**src/common/arcade_video_pkg.sv**
```systemverilog
// Shared geometry, output timing and types for the arcade video output stage
// Referenced by every RTL block through scoped names

package arcade_video_pkg;

    // ============================================================
    // Source frame geometry
    // ============================================================
    localparam int src_width  = 16;
    localparam int src_height = 12;
    localparam int bank_size  = src_width * src_height;
    localparam int addr_w     = $clog2(2 * bank_size);

    // ============================================================
    // Rotated output timing, in output ticks and lines
    // ============================================================
    localparam int out_line_len     = src_height + 18;
    localparam int out_hs_start     = src_height + 8;
    localparam int out_hs_end       = src_height + 10;
    localparam int out_vblank_lines = 4;
    localparam int out_vs_start     = 1;
    localparam int out_vs_end       = 3;

    // Wide enough for output ticks per line and lines per frame
    localparam int cnt_w = $clog2(out_line_len + 1);

    typedef logic [cnt_w-1:0]  cnt_t;
    typedef logic [addr_w-1:0] addr_t;

    // RGB332 source pixel
    typedef struct packed {
        logic [2:0] r;
        logic [2:0] g;
        logic [1:0] b;
    } pix_t;

    // Captured pixel with its sync and blanking
    typedef struct packed {
        pix_t pix;
        logic hs;
        logic vs;
        logic hblank;
        logic vblank;
    } video_t;

    // Expanded output colour, 8 bits per channel
    typedef struct packed {
        logic [7:0] r;
        logic [7:0] g;
        logic [7:0] b;
    } rgb_t;

    typedef struct packed {
        logic       no_rotate;
        logic       ccw;
        logic [2:0] fx;
    } mode_t;

    // Line phase of the rotated output
    typedef enum logic [1:0] {
        active,
        hblank,
        vblank
    } rd_phase_e;

endpackage

```
**src/rotate/frame_buffer.sv**
```systemverilog
// Two-bank pixel store, one write port and one registered read port
// Bank 0 sits in the lower half of the address range, bank 1 above it

`timescale 1ns/1ps

module frame_buffer (
    input  logic                                clk,
    input  logic                                wr_en,
    input  logic [arcade_video_pkg::addr_w-1:0] wr_addr,
    input  logic [arcade_video_pkg::addr_w-1:0] rd_addr,
    input  arcade_video_pkg::pix_t              wr_data,
    output arcade_video_pkg::pix_t              rd_data
);

    arcade_video_pkg::pix_t mem [2 * arcade_video_pkg::bank_size];

    always_ff @(posedge clk) begin
        if (wr_en) begin
            mem[wr_addr] <= wr_data;
        end
        rd_data <= mem[rd_addr];
    end

endmodule

```
**src/rotate/rotate_reader.sv**
```systemverilog
// Read side of the rotation buffer with its own line and frame timing
// Output timing targets a scaler input and matches no TV or VGA mode

`timescale 1ns/1ps

module rotate_reader (
    input  logic                                clk,
    input  logic                                arst_n,
    input  logic                                tick,
    input  logic                                bank,
    output logic [arcade_video_pkg::addr_w-1:0] rd_addr,
    output logic                                rd_tick,
    output arcade_video_pkg::rd_phase_e         phase,
    output logic                                rot_hs,
    output logic                                rot_vs
);

    arcade_video_pkg::cnt_t xo;
    arcade_video_pkg::cnt_t yo;
    logic                   last_line;
    logic                   bank_d;
    logic                   pend;

    assign last_line = (yo == arcade_video_pkg::src_width + arcade_video_pkg::out_vblank_lines - 1);

    always_ff @(posedge clk or negedge arst_n) begin
        if (!arst_n) begin
            xo      <= '0;
            yo      <= arcade_video_pkg::cnt_t'(arcade_video_pkg::src_width +
                                                arcade_video_pkg::out_vblank_lines - 1);
            rd_addr <= '0;
            rd_tick <= 1'b0;
            phase   <= arcade_video_pkg::vblank;
            rot_hs  <= 1'b0;
            rot_vs  <= 1'b0;
            bank_d  <= 1'b0;
            pend    <= 1'b0;
        end else begin
            bank_d  <= bank;
            rd_tick <= tick;
            if (tick) begin
                // ============================================================
                // Timing of the pixel at this tick
                // ============================================================
                rot_hs <= (xo >= arcade_video_pkg::out_hs_start) &&
                          (xo <  arcade_video_pkg::out_hs_end);
                rot_vs <= (yo >= arcade_video_pkg::src_width + arcade_video_pkg::out_vs_start) &&
                          (yo <  arcade_video_pkg::src_width + arcade_video_pkg::out_vs_end);
                if (yo >= arcade_video_pkg::src_width) begin
                    phase <= arcade_video_pkg::vblank;
                end else if (xo >= arcade_video_pkg::src_height) begin
                    phase <= arcade_video_pkg::hblank;
                end else begin
                    phase   <= arcade_video_pkg::active;
                    rd_addr <= rd_addr + 1'b1;
                end

                // ============================================================
                // Line and frame counters
                // ============================================================
                if (xo == arcade_video_pkg::out_line_len - 1) begin
                    xo <= '0;
                    if (!last_line) begin
                        yo <= yo + 1'b1;
                    end else if (pend) begin
                        // Restart on the bank the writer just finished
                        yo      <= '0;
                        pend    <= 1'b0;
                        rd_addr <= bank ? '0 :
                                   arcade_video_pkg::addr_t'(arcade_video_pkg::bank_size);
                    end
                end else begin
                    xo <= xo + 1'b1;
                end
            end
            // A new bank must not be lost to a restart in the same cycle
            if (bank != bank_d) begin
                pend <= 1'b1;
            end
        end
    end

endmodule

```
**src/rotate/rotate_writer.sv**
```systemverilog
// Write side of the rotation buffer
// Walks the frame store column-wise so each source line lands as an output column

`timescale 1ns/1ps

module rotate_writer (
    input  logic                                clk,
    input  logic                                arst_n,
    input  arcade_video_pkg::video_t            cap,
    input  logic                                cap_ce,
    input  logic                                ccw_active,
    output logic                                wr_en,
    output logic [arcade_video_pkg::addr_w-1:0] wr_addr,
    output logic                                bank
);

    arcade_video_pkg::addr_t row_base;
    arcade_video_pkg::addr_t row_next;
    arcade_video_pkg::addr_t start;
    arcade_video_pkg::cnt_t  x;
    arcade_video_pkg::cnt_t  y;
    logic                    blank;
    logic                    blank_d;
    logic                    vblank_d;

    assign blank = cap.hblank | cap.vblank;
    assign wr_en = cap_ce & ~blank &
                   (x < arcade_video_pkg::src_width) & (y < arcade_video_pkg::src_height);

    assign row_next = ccw_active ? row_base + 1'b1 : row_base - 1'b1;

    // Start corner of the bank not being filled now
    always_comb begin
        if (ccw_active) begin
            start = arcade_video_pkg::addr_t'(arcade_video_pkg::bank_size) -
                    arcade_video_pkg::addr_t'(arcade_video_pkg::src_height);
        end else begin
            start = arcade_video_pkg::addr_t'(arcade_video_pkg::src_height) - 1'b1;
        end
        if (!bank) begin
            start = start + arcade_video_pkg::addr_t'(arcade_video_pkg::bank_size);
        end
    end

    always_ff @(posedge clk or negedge arst_n) begin
        if (!arst_n) begin
            wr_addr  <= '0;
            row_base <= '0;
            x        <= '0;
            y        <= arcade_video_pkg::cnt_t'(arcade_video_pkg::src_height);
            blank_d  <= 1'b1;
            vblank_d <= 1'b1;
            bank     <= 1'b0;
        end else begin
            blank_d  <= blank;
            vblank_d <= cap.vblank;
            if (wr_en) begin
                wr_addr <= ccw_active ?
                           wr_addr - arcade_video_pkg::addr_t'(arcade_video_pkg::src_height) :
                           wr_addr + arcade_video_pkg::addr_t'(arcade_video_pkg::src_height);
                x       <= x + 1'b1;
            end
            // End of a visible line: move to the next column of the output
            if (blank && !blank_d) begin
                wr_addr  <= row_next;
                row_base <= row_next;
                x        <= '0;
                if (y < arcade_video_pkg::src_height) begin
                    y <= y + 1'b1;
                end
            end
            if (cap.vblank && !vblank_d) begin
                wr_addr  <= start;
                row_base <= start;
                x        <= '0;
                y        <= '0;
                bank     <= ~bank;
            end
        end
    end

endmodule

```
**src/source/arcade_video_top.sv**
```systemverilog
// Top level of the video output stage
// Capture feeds both the direct path and the +90/-90 degree rotation buffer

`timescale 1ns/1ps

module arcade_video_top (
    input  logic                    clk,
    input  logic                    arst_n,
    input  logic                    ce_pix,
    input  arcade_video_pkg::pix_t  pix_in,
    input  logic                    hsync,
    input  logic                    vsync,
    input  logic                    hblank,
    input  logic                    vblank,
    input  arcade_video_pkg::mode_t mode,
    output logic                    out_ce,
    output arcade_video_pkg::rgb_t  rgb,
    output logic                    hs,
    output logic                    vs,
    output logic                    de,
    output logic [1:0]              scanline
);

    arcade_video_pkg::video_t            cap;
    logic                                cap_ce;
    logic                                ccw_active;
    logic                                wr_en;
    logic [arcade_video_pkg::addr_w-1:0] wr_addr;
    logic [arcade_video_pkg::addr_w-1:0] rd_addr;
    logic                                bank;
    arcade_video_pkg::pix_t              rd_data;
    logic                                rd_tick;
    arcade_video_pkg::rd_phase_e         phase;
    logic                                rot_hs;
    logic                                rot_vs;

    pixel_capture u_capture (
        .clk    (clk),
        .arst_n (arst_n),
        .ce_pix (ce_pix),
        .pix_in (pix_in),
        .hsync  (hsync),
        .vsync  (vsync),
        .hblank (hblank),
        .vblank (vblank),
        .cap    (cap),
        .cap_ce (cap_ce)
    );

    rotate_writer u_writer (
        .clk        (clk),
        .arst_n     (arst_n),
        .cap        (cap),
        .cap_ce     (cap_ce),
        .ccw_active (ccw_active),
        .wr_en      (wr_en),
        .wr_addr    (wr_addr),
        .bank       (bank)
    );

    frame_buffer u_buffer (
        .clk     (clk),
        .wr_en   (wr_en),
        .wr_addr (wr_addr),
        .rd_addr (rd_addr),
        .wr_data (cap.pix),
        .rd_data (rd_data)
    );

    // One output tick per captured source pixel
    rotate_reader u_reader (
        .clk     (clk),
        .arst_n  (arst_n),
        .tick    (cap_ce),
        .bank    (bank),
        .rd_addr (rd_addr),
        .rd_tick (rd_tick),
        .phase   (phase),
        .rot_hs  (rot_hs),
        .rot_vs  (rot_vs)
    );

    video_out_ctrl u_ctrl (
        .clk        (clk),
        .arst_n     (arst_n),
        .mode       (mode),
        .cap        (cap),
        .cap_ce     (cap_ce),
        .rd_data    (rd_data),
        .rd_tick    (rd_tick),
        .phase      (phase),
        .rot_hs     (rot_hs),
        .rot_vs     (rot_vs),
        .ccw_active (ccw_active),
        .out_ce     (out_ce),
        .rgb        (rgb),
        .hs         (hs),
        .vs         (vs),
        .de         (de),
        .scanline   (scanline)
    );

endmodule

```
**src/source/pixel_capture.sv**
```systemverilog
// Registers the incoming pixel stream on each rising edge of the pixel enable
// Frame markers are realigned so downstream blocks see clean line and frame starts

`timescale 1ns/1ps

module pixel_capture (
    input  logic                     clk,
    input  logic                     arst_n,
    input  logic                     ce_pix,
    input  arcade_video_pkg::pix_t   pix_in,
    input  logic                     hsync,
    input  logic                     vsync,
    input  logic                     hblank,
    input  logic                     vblank,
    output arcade_video_pkg::video_t cap,
    output logic                     cap_ce
);

    logic                   ce_d;
    logic                   ce_rise;
    arcade_video_pkg::pix_t pix_q;
    logic                   hs_q;
    logic                   vs_q;
    logic                   hb_q;
    logic                   vb_q;

    assign ce_rise = ce_pix & ~ce_d;

    always_ff @(posedge clk or negedge arst_n) begin
        if (!arst_n) begin
            ce_d   <= 1'b0;
            cap_ce <= 1'b0;
            hs_q   <= 1'b0;
            vs_q   <= 1'b0;
            hb_q   <= 1'b1;
            vb_q   <= 1'b1;
        end else begin
            ce_d   <= ce_pix;
            cap_ce <= ce_rise;
            if (ce_rise) begin
                hs_q <= hsync;
                // Vsync only changes at the start of an hsync pulse
                if (!hs_q && hsync) begin
                    vs_q <= vsync;
                end
                hb_q <= hblank;
                // Vblank only changes where a line's blanking ends
                if (hb_q && !hblank) begin
                    vb_q <= vblank;
                end
            end
        end
    end

    always_ff @(posedge clk) begin
        if (ce_rise) begin
            pix_q <= pix_in;
        end
    end

    assign cap = '{pix: pix_q, hs: hs_q, vs: vs_q, hblank: hb_q, vblank: vb_q};

endmodule

```
**src/source/video_out_ctrl.sv**
```systemverilog
// Output control: picks the direct or rotated path once per frame
// Expands RGB332 to 24 bits and derives the scanline level from the effect setting

`timescale 1ns/1ps

module video_out_ctrl (
    input  logic                        clk,
    input  logic                        arst_n,
    input  arcade_video_pkg::mode_t     mode,
    input  arcade_video_pkg::video_t    cap,
    input  logic                        cap_ce,
    input  arcade_video_pkg::pix_t      rd_data,
    input  logic                        rd_tick,
    input  arcade_video_pkg::rd_phase_e phase,
    input  logic                        rot_hs,
    input  logic                        rot_vs,
    output logic                        ccw_active,
    output logic                        out_ce,
    output arcade_video_pkg::rgb_t      rgb,
    output logic                        hs,
    output logic                        vs,
    output logic                        de,
    output logic [1:0]                  scanline
);

    arcade_video_pkg::mode_t mode_q;
    arcade_video_pkg::pix_t  sel_pix;
    logic                    sel_ce;
    logic                    sel_hs;
    logic                    sel_vs;
    logic                    sel_de;
    logic                    vb_d;
    logic [2:0]              fx_m1;

    // Bit replication, so full scale maps to 8'hff
    function automatic arcade_video_pkg::rgb_t expand(input arcade_video_pkg::pix_t p);
        arcade_video_pkg::rgb_t c;
        c.r = {p.r, p.r, p.r[2:1]};
        c.g = {p.g, p.g, p.g[2:1]};
        c.b = {4{p.b}};
        return c;
    endfunction

    assign ccw_active = mode_q.ccw;
    assign fx_m1      = mode_q.fx - 3'd1;
    assign scanline   = (mode_q.fx != 3'd0) ? fx_m1[1:0] : 2'b00;

    always_comb begin
        if (mode_q.no_rotate) begin
            sel_ce  = cap_ce;
            sel_pix = cap.pix;
            sel_hs  = cap.hs;
            sel_vs  = cap.vs;
            sel_de  = ~(cap.hblank | cap.vblank);
        end else begin
            sel_ce  = rd_tick;
            sel_pix = rd_data;
            sel_hs  = rot_hs;
            sel_vs  = rot_vs;
            sel_de  = (phase == arcade_video_pkg::active);
        end
    end

    always_ff @(posedge clk or negedge arst_n) begin
        if (!arst_n) begin
            mode_q <= '0;
            vb_d   <= 1'b1;
            out_ce <= 1'b0;
            hs     <= 1'b0;
            vs     <= 1'b0;
            de     <= 1'b0;
        end else begin
            vb_d <= cap.vblank;
            // Mode only changes at the start of an input vblank
            if (cap.vblank && !vb_d) begin
                mode_q <= mode;
            end
            out_ce <= sel_ce;
            if (sel_ce) begin
                hs <= sel_hs;
                vs <= sel_vs;
                de <= sel_de;
            end
        end
    end

    always_ff @(posedge clk) begin
        if (sel_ce) begin
            rgb <= expand(sel_pix);
        end
    end

endmodule

```
**config.mk**
```make
export PLATFORM = sky130hd
export DESIGN_NAME = arcade_video_top
export DESIGN_NICKNAME = d
export VERILOG_FILES = /design/src/common/arcade_video_pkg.sv /design/src/rotate/frame_buffer.sv /design/src/rotate/rotate_reader.sv /design/src/rotate/rotate_writer.sv /design/src/source/arcade_video_top.sv /design/src/source/pixel_capture.sv /design/src/source/video_out_ctrl.sv
export SDC_FILE = /design/constraint.sdc
export NUM_CORES = 2
export LEC_CHECK = 0
export BUFFER_PORTS_ARGS = -buffer_cell sky130_fd_sc_hd__buf_2
export CAP_MARGIN = 20
export CORE_ASPECT_RATIO = 0.8
export CORE_MARGIN = 2
export CORE_UTILIZATION = 45
export DETAILED_ROUTE_END_ITERATION = 10
export SLEW_MARGIN = 25
export SYNTH_ARGS = -nofsm -noshare
export SYNTH_HDL_FRONTEND = slang
export SYNTH_SLANG_ARGS = --single-unit
export TNS_END_PERCENT = 10
```
**constraint.sdc**
```tcl
create_clock -name clk -period 18.1 [get_ports clk]
set_clock_uncertainty 0.05 [all_clocks]
set_input_delay 0 -clock clk [delete_from_list [all_inputs] [get_ports clk]]
set_output_delay 0 -clock clk [all_outputs]
set_load 0.02 [all_outputs]
```
==> reports/results.ini <==
[critical_path]
r2r_start = u_reader.rd_addr[1]
worstPathArrival_ps = 7260
cp-end-kind = flop
worst-setup-path-type = flop to flop
critPathSlowestCell = buf_4
required_ps = 18780
cpPeakStageDelay_ps = 810
crit_chain = buf_4, buf_4, buf_4, buf_12, buf_4, mux4_2, mux4_2, a22oi_1, nand3_1, nand3_1, o311ai_1
cp_max_fo = 117
cpMostUsedCell = buf_4
r2r_cells = 11
r2r_setup_slack_ps = 11520
crit_start = u_reader.rd_addr[1]
crit_end = u_buffer.rd_data[1]
timing.rr.end = u_buffer.rd_data[1]
cp-start-kind = flop

[floorplan]
ios = 50
fp.coreArea_um2 = 274000
die_x_um = 590
rows = 172
start_util_pct = 45.1
die_area_um2 = 279000
die_h_um = 473

[drt]
wire_per_inst_um = 34.3
drt-pass1-iter-count = 8
drtAntennaViolNets = 0
route.detailed.drc = 0
drt_iter0_markers = 9171
wl_mm = 346
via_per_inst = 6.28
vias = 63500

[power_and_ir_drop]
p_sw_w = 0.00641
ir_drop_mv = 0.152
p_int_w = 0.0138
sw_frac_of_total_pct = 31.6
power_frac_clock_pct = 30.9
pwr-share-seq_pct = 40.9
pwr-share-comb_pct = 28.2
power_density_nw_per_um2 = 147
leakagePower_nw = 43.0

[sta]
slew_violations = 0
rsz0062_at_grt = false
timing.slew.headroom_pct = 19.4
setup_viol = 0
hold_violations = 0
finalSetupTns_ps = 0
min_period_ps = 6580
fmax_ghz = 0.152
finalCritPeriodShare_pct = 36.4
worstMarginPinSlew_ps = 1210

[yosys]
synth_top_flop_cell = edfxtp_1
syn-num-nets = 6083
synth_cells = 6040
yosysTopAreaCell = edfxtp_1
synth_area_um2 = 124000
ys.warnings.count = 0
synthDistinctLibCells = 85
ys_ff_latch = 3168
synthTopCellsByCount = edfxtp_1 (3,088), mux4_2 (682), nor2_1 (444)
syn_area_per_cell_um2 = 20.5
synth_compound_area_share_pct = 3.33
async_flop_share_pct = 2.27
synthXorXnorAreaFrac_pct = 0.184
synth_fa_ha_area_share_pct = 0.245
synth_edf_count = 3088
ys_seq_area_share_pct = 76.5
yosysMostFrequentCell = edfxtp_1
muxShareOfSynthArea_pct = 15.1
synth_top_family_by_area = multiplexers
synth_top_cells_by_area = edfxtp_1 (75%), mux4_2 (12%), mux2i_1 (2.4%)
yosys.area.top_type_share_pct = 74.9
yosys.area_share.simple_pct = 2.81

[grt]
grt_pass1_wl_mm = 484
antenna_found_initial = 13
overflow = 0
track_usage_pct = 24.6
grt_pass1_vias = 61400
grt_max_degree = 235

[cells_and_area]
register_area_um2 = 94700
drive_above_1_share_pct = 22.0
area_delta_synth_final_pct = 11.6
multi_input_area_um2 = 27100
fin_cells = 10100
nNetsFinal = 6258
n_fill_cell = 21900

[clock_tree]
cts_buffer_depth = 4
cts_setup_buffers = 0
cts_buffers = 311
htreeDepth = 5
clk_pin_slew_ps = 60
clk_latency_ps = 890
cts_tree = built
cts-root-buf = clkbuf_16
clock_sinks = 3168

[flow_run]
drv_cap = 0

[placed_design]
numPortBuffers = 49
dp_cells = 9510
place.gp.congestion = 0.850
dp_hpwl_mm = 200

[min_path]
hp-class = primary input to flop

[outcome]
outcome = completed

-- worst min-delay path by stage --
stage | start | cells past startpoint | slack, ps | endpoint
global placement | arst_n | 1 | -110 | u_writer.row_base[2]
floorplan | arst_n | 0 | -350 | u_capture.cap_ce
detailed placement | arst_n | 1 | -110 | u_writer.row_base[2]
global route | ce_pix | 3 | 70 | u_capture.cap_ce
finish | ce_pix | 3 | 60 | u_capture.cap_ce
CTS | arst_n | 4 | 30 | u_writer.row_base[2]
-- power by group through the flow --
| stage | clock network (W) | logic, W | registers (W) |
|---|---|---|---|
| 6_report | 0.00626 | 0.00572 | 0.00828 |
| 5_1_grt | 0.00660 | 0.00594 | 0.00828 |
| 2_1_floorplan | 0 | 0.00376 | 0.00837 |
| 4_1_cts | 0.00631 | 0.00568 | 0.00828 |
| 3_3_place_gp | 0 | 0.00563 | 0.00843 |
| 3_5_place_dp | 0 | 0.00566 | 0.00844 |
-- through the flow --
step	power (W)	instance area, um2	setup slack [ps]	hold WS (ps)	util [%]
2_1_floorplan	0.0121	124000	12220	-346	-
3_3_place_gp	0.0141	128000	11400	-111	46.6
3_5_place_dp	0.0141	128000	11580	-108	46.7
4_1_cts	0.0203	138000	11540	29.2	50.3
5_1_grt	0.0208	138000	11380	71.3	50.4
6_report	0.0203	138000	11520	55.2	50.4
-- layout by cell type (no fill, tap or decap), types with 14 or more instances in the layout --
| cell type | instances |
|---|---|
| edfxtp_1 | 3088 |
| mux4_2 | 682 |
| nor2_1 | 413 |
| clkbuf_16 | 318 |
| mux2i_1 | 299 |
| nand2_1 | 168 |
| a21oi_1 | 139 |
| buf_4 | 120 |
| a22oi_1 | 96 |
| o21ai_0 | 86 |
| clkbuf_1 | 73 |
| clkinv_1 | 60 |
| dfrtp_1 | 55 |
| a221oi_1 | 52 |
| o22ai_1 | 51 |
| buf_2 | 50 |
| clkinv_2 | 49 |
| nand3_1 | 41 |
| dlygate4sd3_1 | 39 |
| a211oi_1 | 38 |
| o221ai_1 | 31 |
| nor2_2 | 30 |
| nor3_1 | 28 |
| nor2b_1 | 25 |
| mux2_2 | 25 |
| ha_1 | 21 |
| xnor2_1 | 20 |
| bufinv_16 | 20 |
| buf_12 | 17 |
| inv_1 | 16 |
| a22o_1 | 16 |
| o211ai_1 | 15 |
| nand2_2 | 14 |
| a31oi_1 | 14 |
-- per-layer routing --
| metal | GRT usage, % | share of wire, % |
|---|---|---|
| met1 | 36.8 | 42 |
| met3 | 6.59 | 11 |
| met2 | 35.7 | 44 |
| met4 | 6.79 | 2.8 |
| met5 | 0 | 0.067 |
-- logic make-up (layout without fill, tap and decap cells) --
logic type / Yosys count / after routing
AO/OA/AOI/OAI: 608 / 608
XOR/XNOR: 26 / 26
adder cells (fa/ha/maj): 23 / 23
buffers and inverters: 396 / 802
flip-flops: 3168 / 3168
multiplexers: 1008 / 1008
other: 0 / 11
AND/OR/NAND/NOR: 811 / 811
-- state kept, by name (all words and copies together), names as in the netlist, 8 cells and up --
signal / flops
u_ctrl.rgb: 8
u_writer.wr_addr: 9
u_capture.cap: 8
u_writer.row_base: 9
u_reader.rd_addr: 9
u_buffer.rd_data: 8
u_buffer.mem: 3072
-- what timing repair did --
action	in CTS	in global routing
gates resized for setup	0	0
hold buffers	40	0
endpoints found under the hold margin	99	0
-- layout make-up --
type	instances	share of cell area, %
Timing Repair Buffer	238	1.52
Inverter	20	0.0580
Clock inverter	148	0.900
Multi-Input combinational cell	2476	19.6
Clock buffer	396	6.01
Tap cell	3654	3.31
Antenna cell	11	0.0199
Sequential cell	3168	68.6
-- worst max-delay path, delay by kind of cell (launching register included) --
family	cells	cell delay, ps
mux	2	970
simple gates	2	620
compound gates	2	570
flops	1	800
buf+inv	5	3160
(Power assumes the default switching activity.)
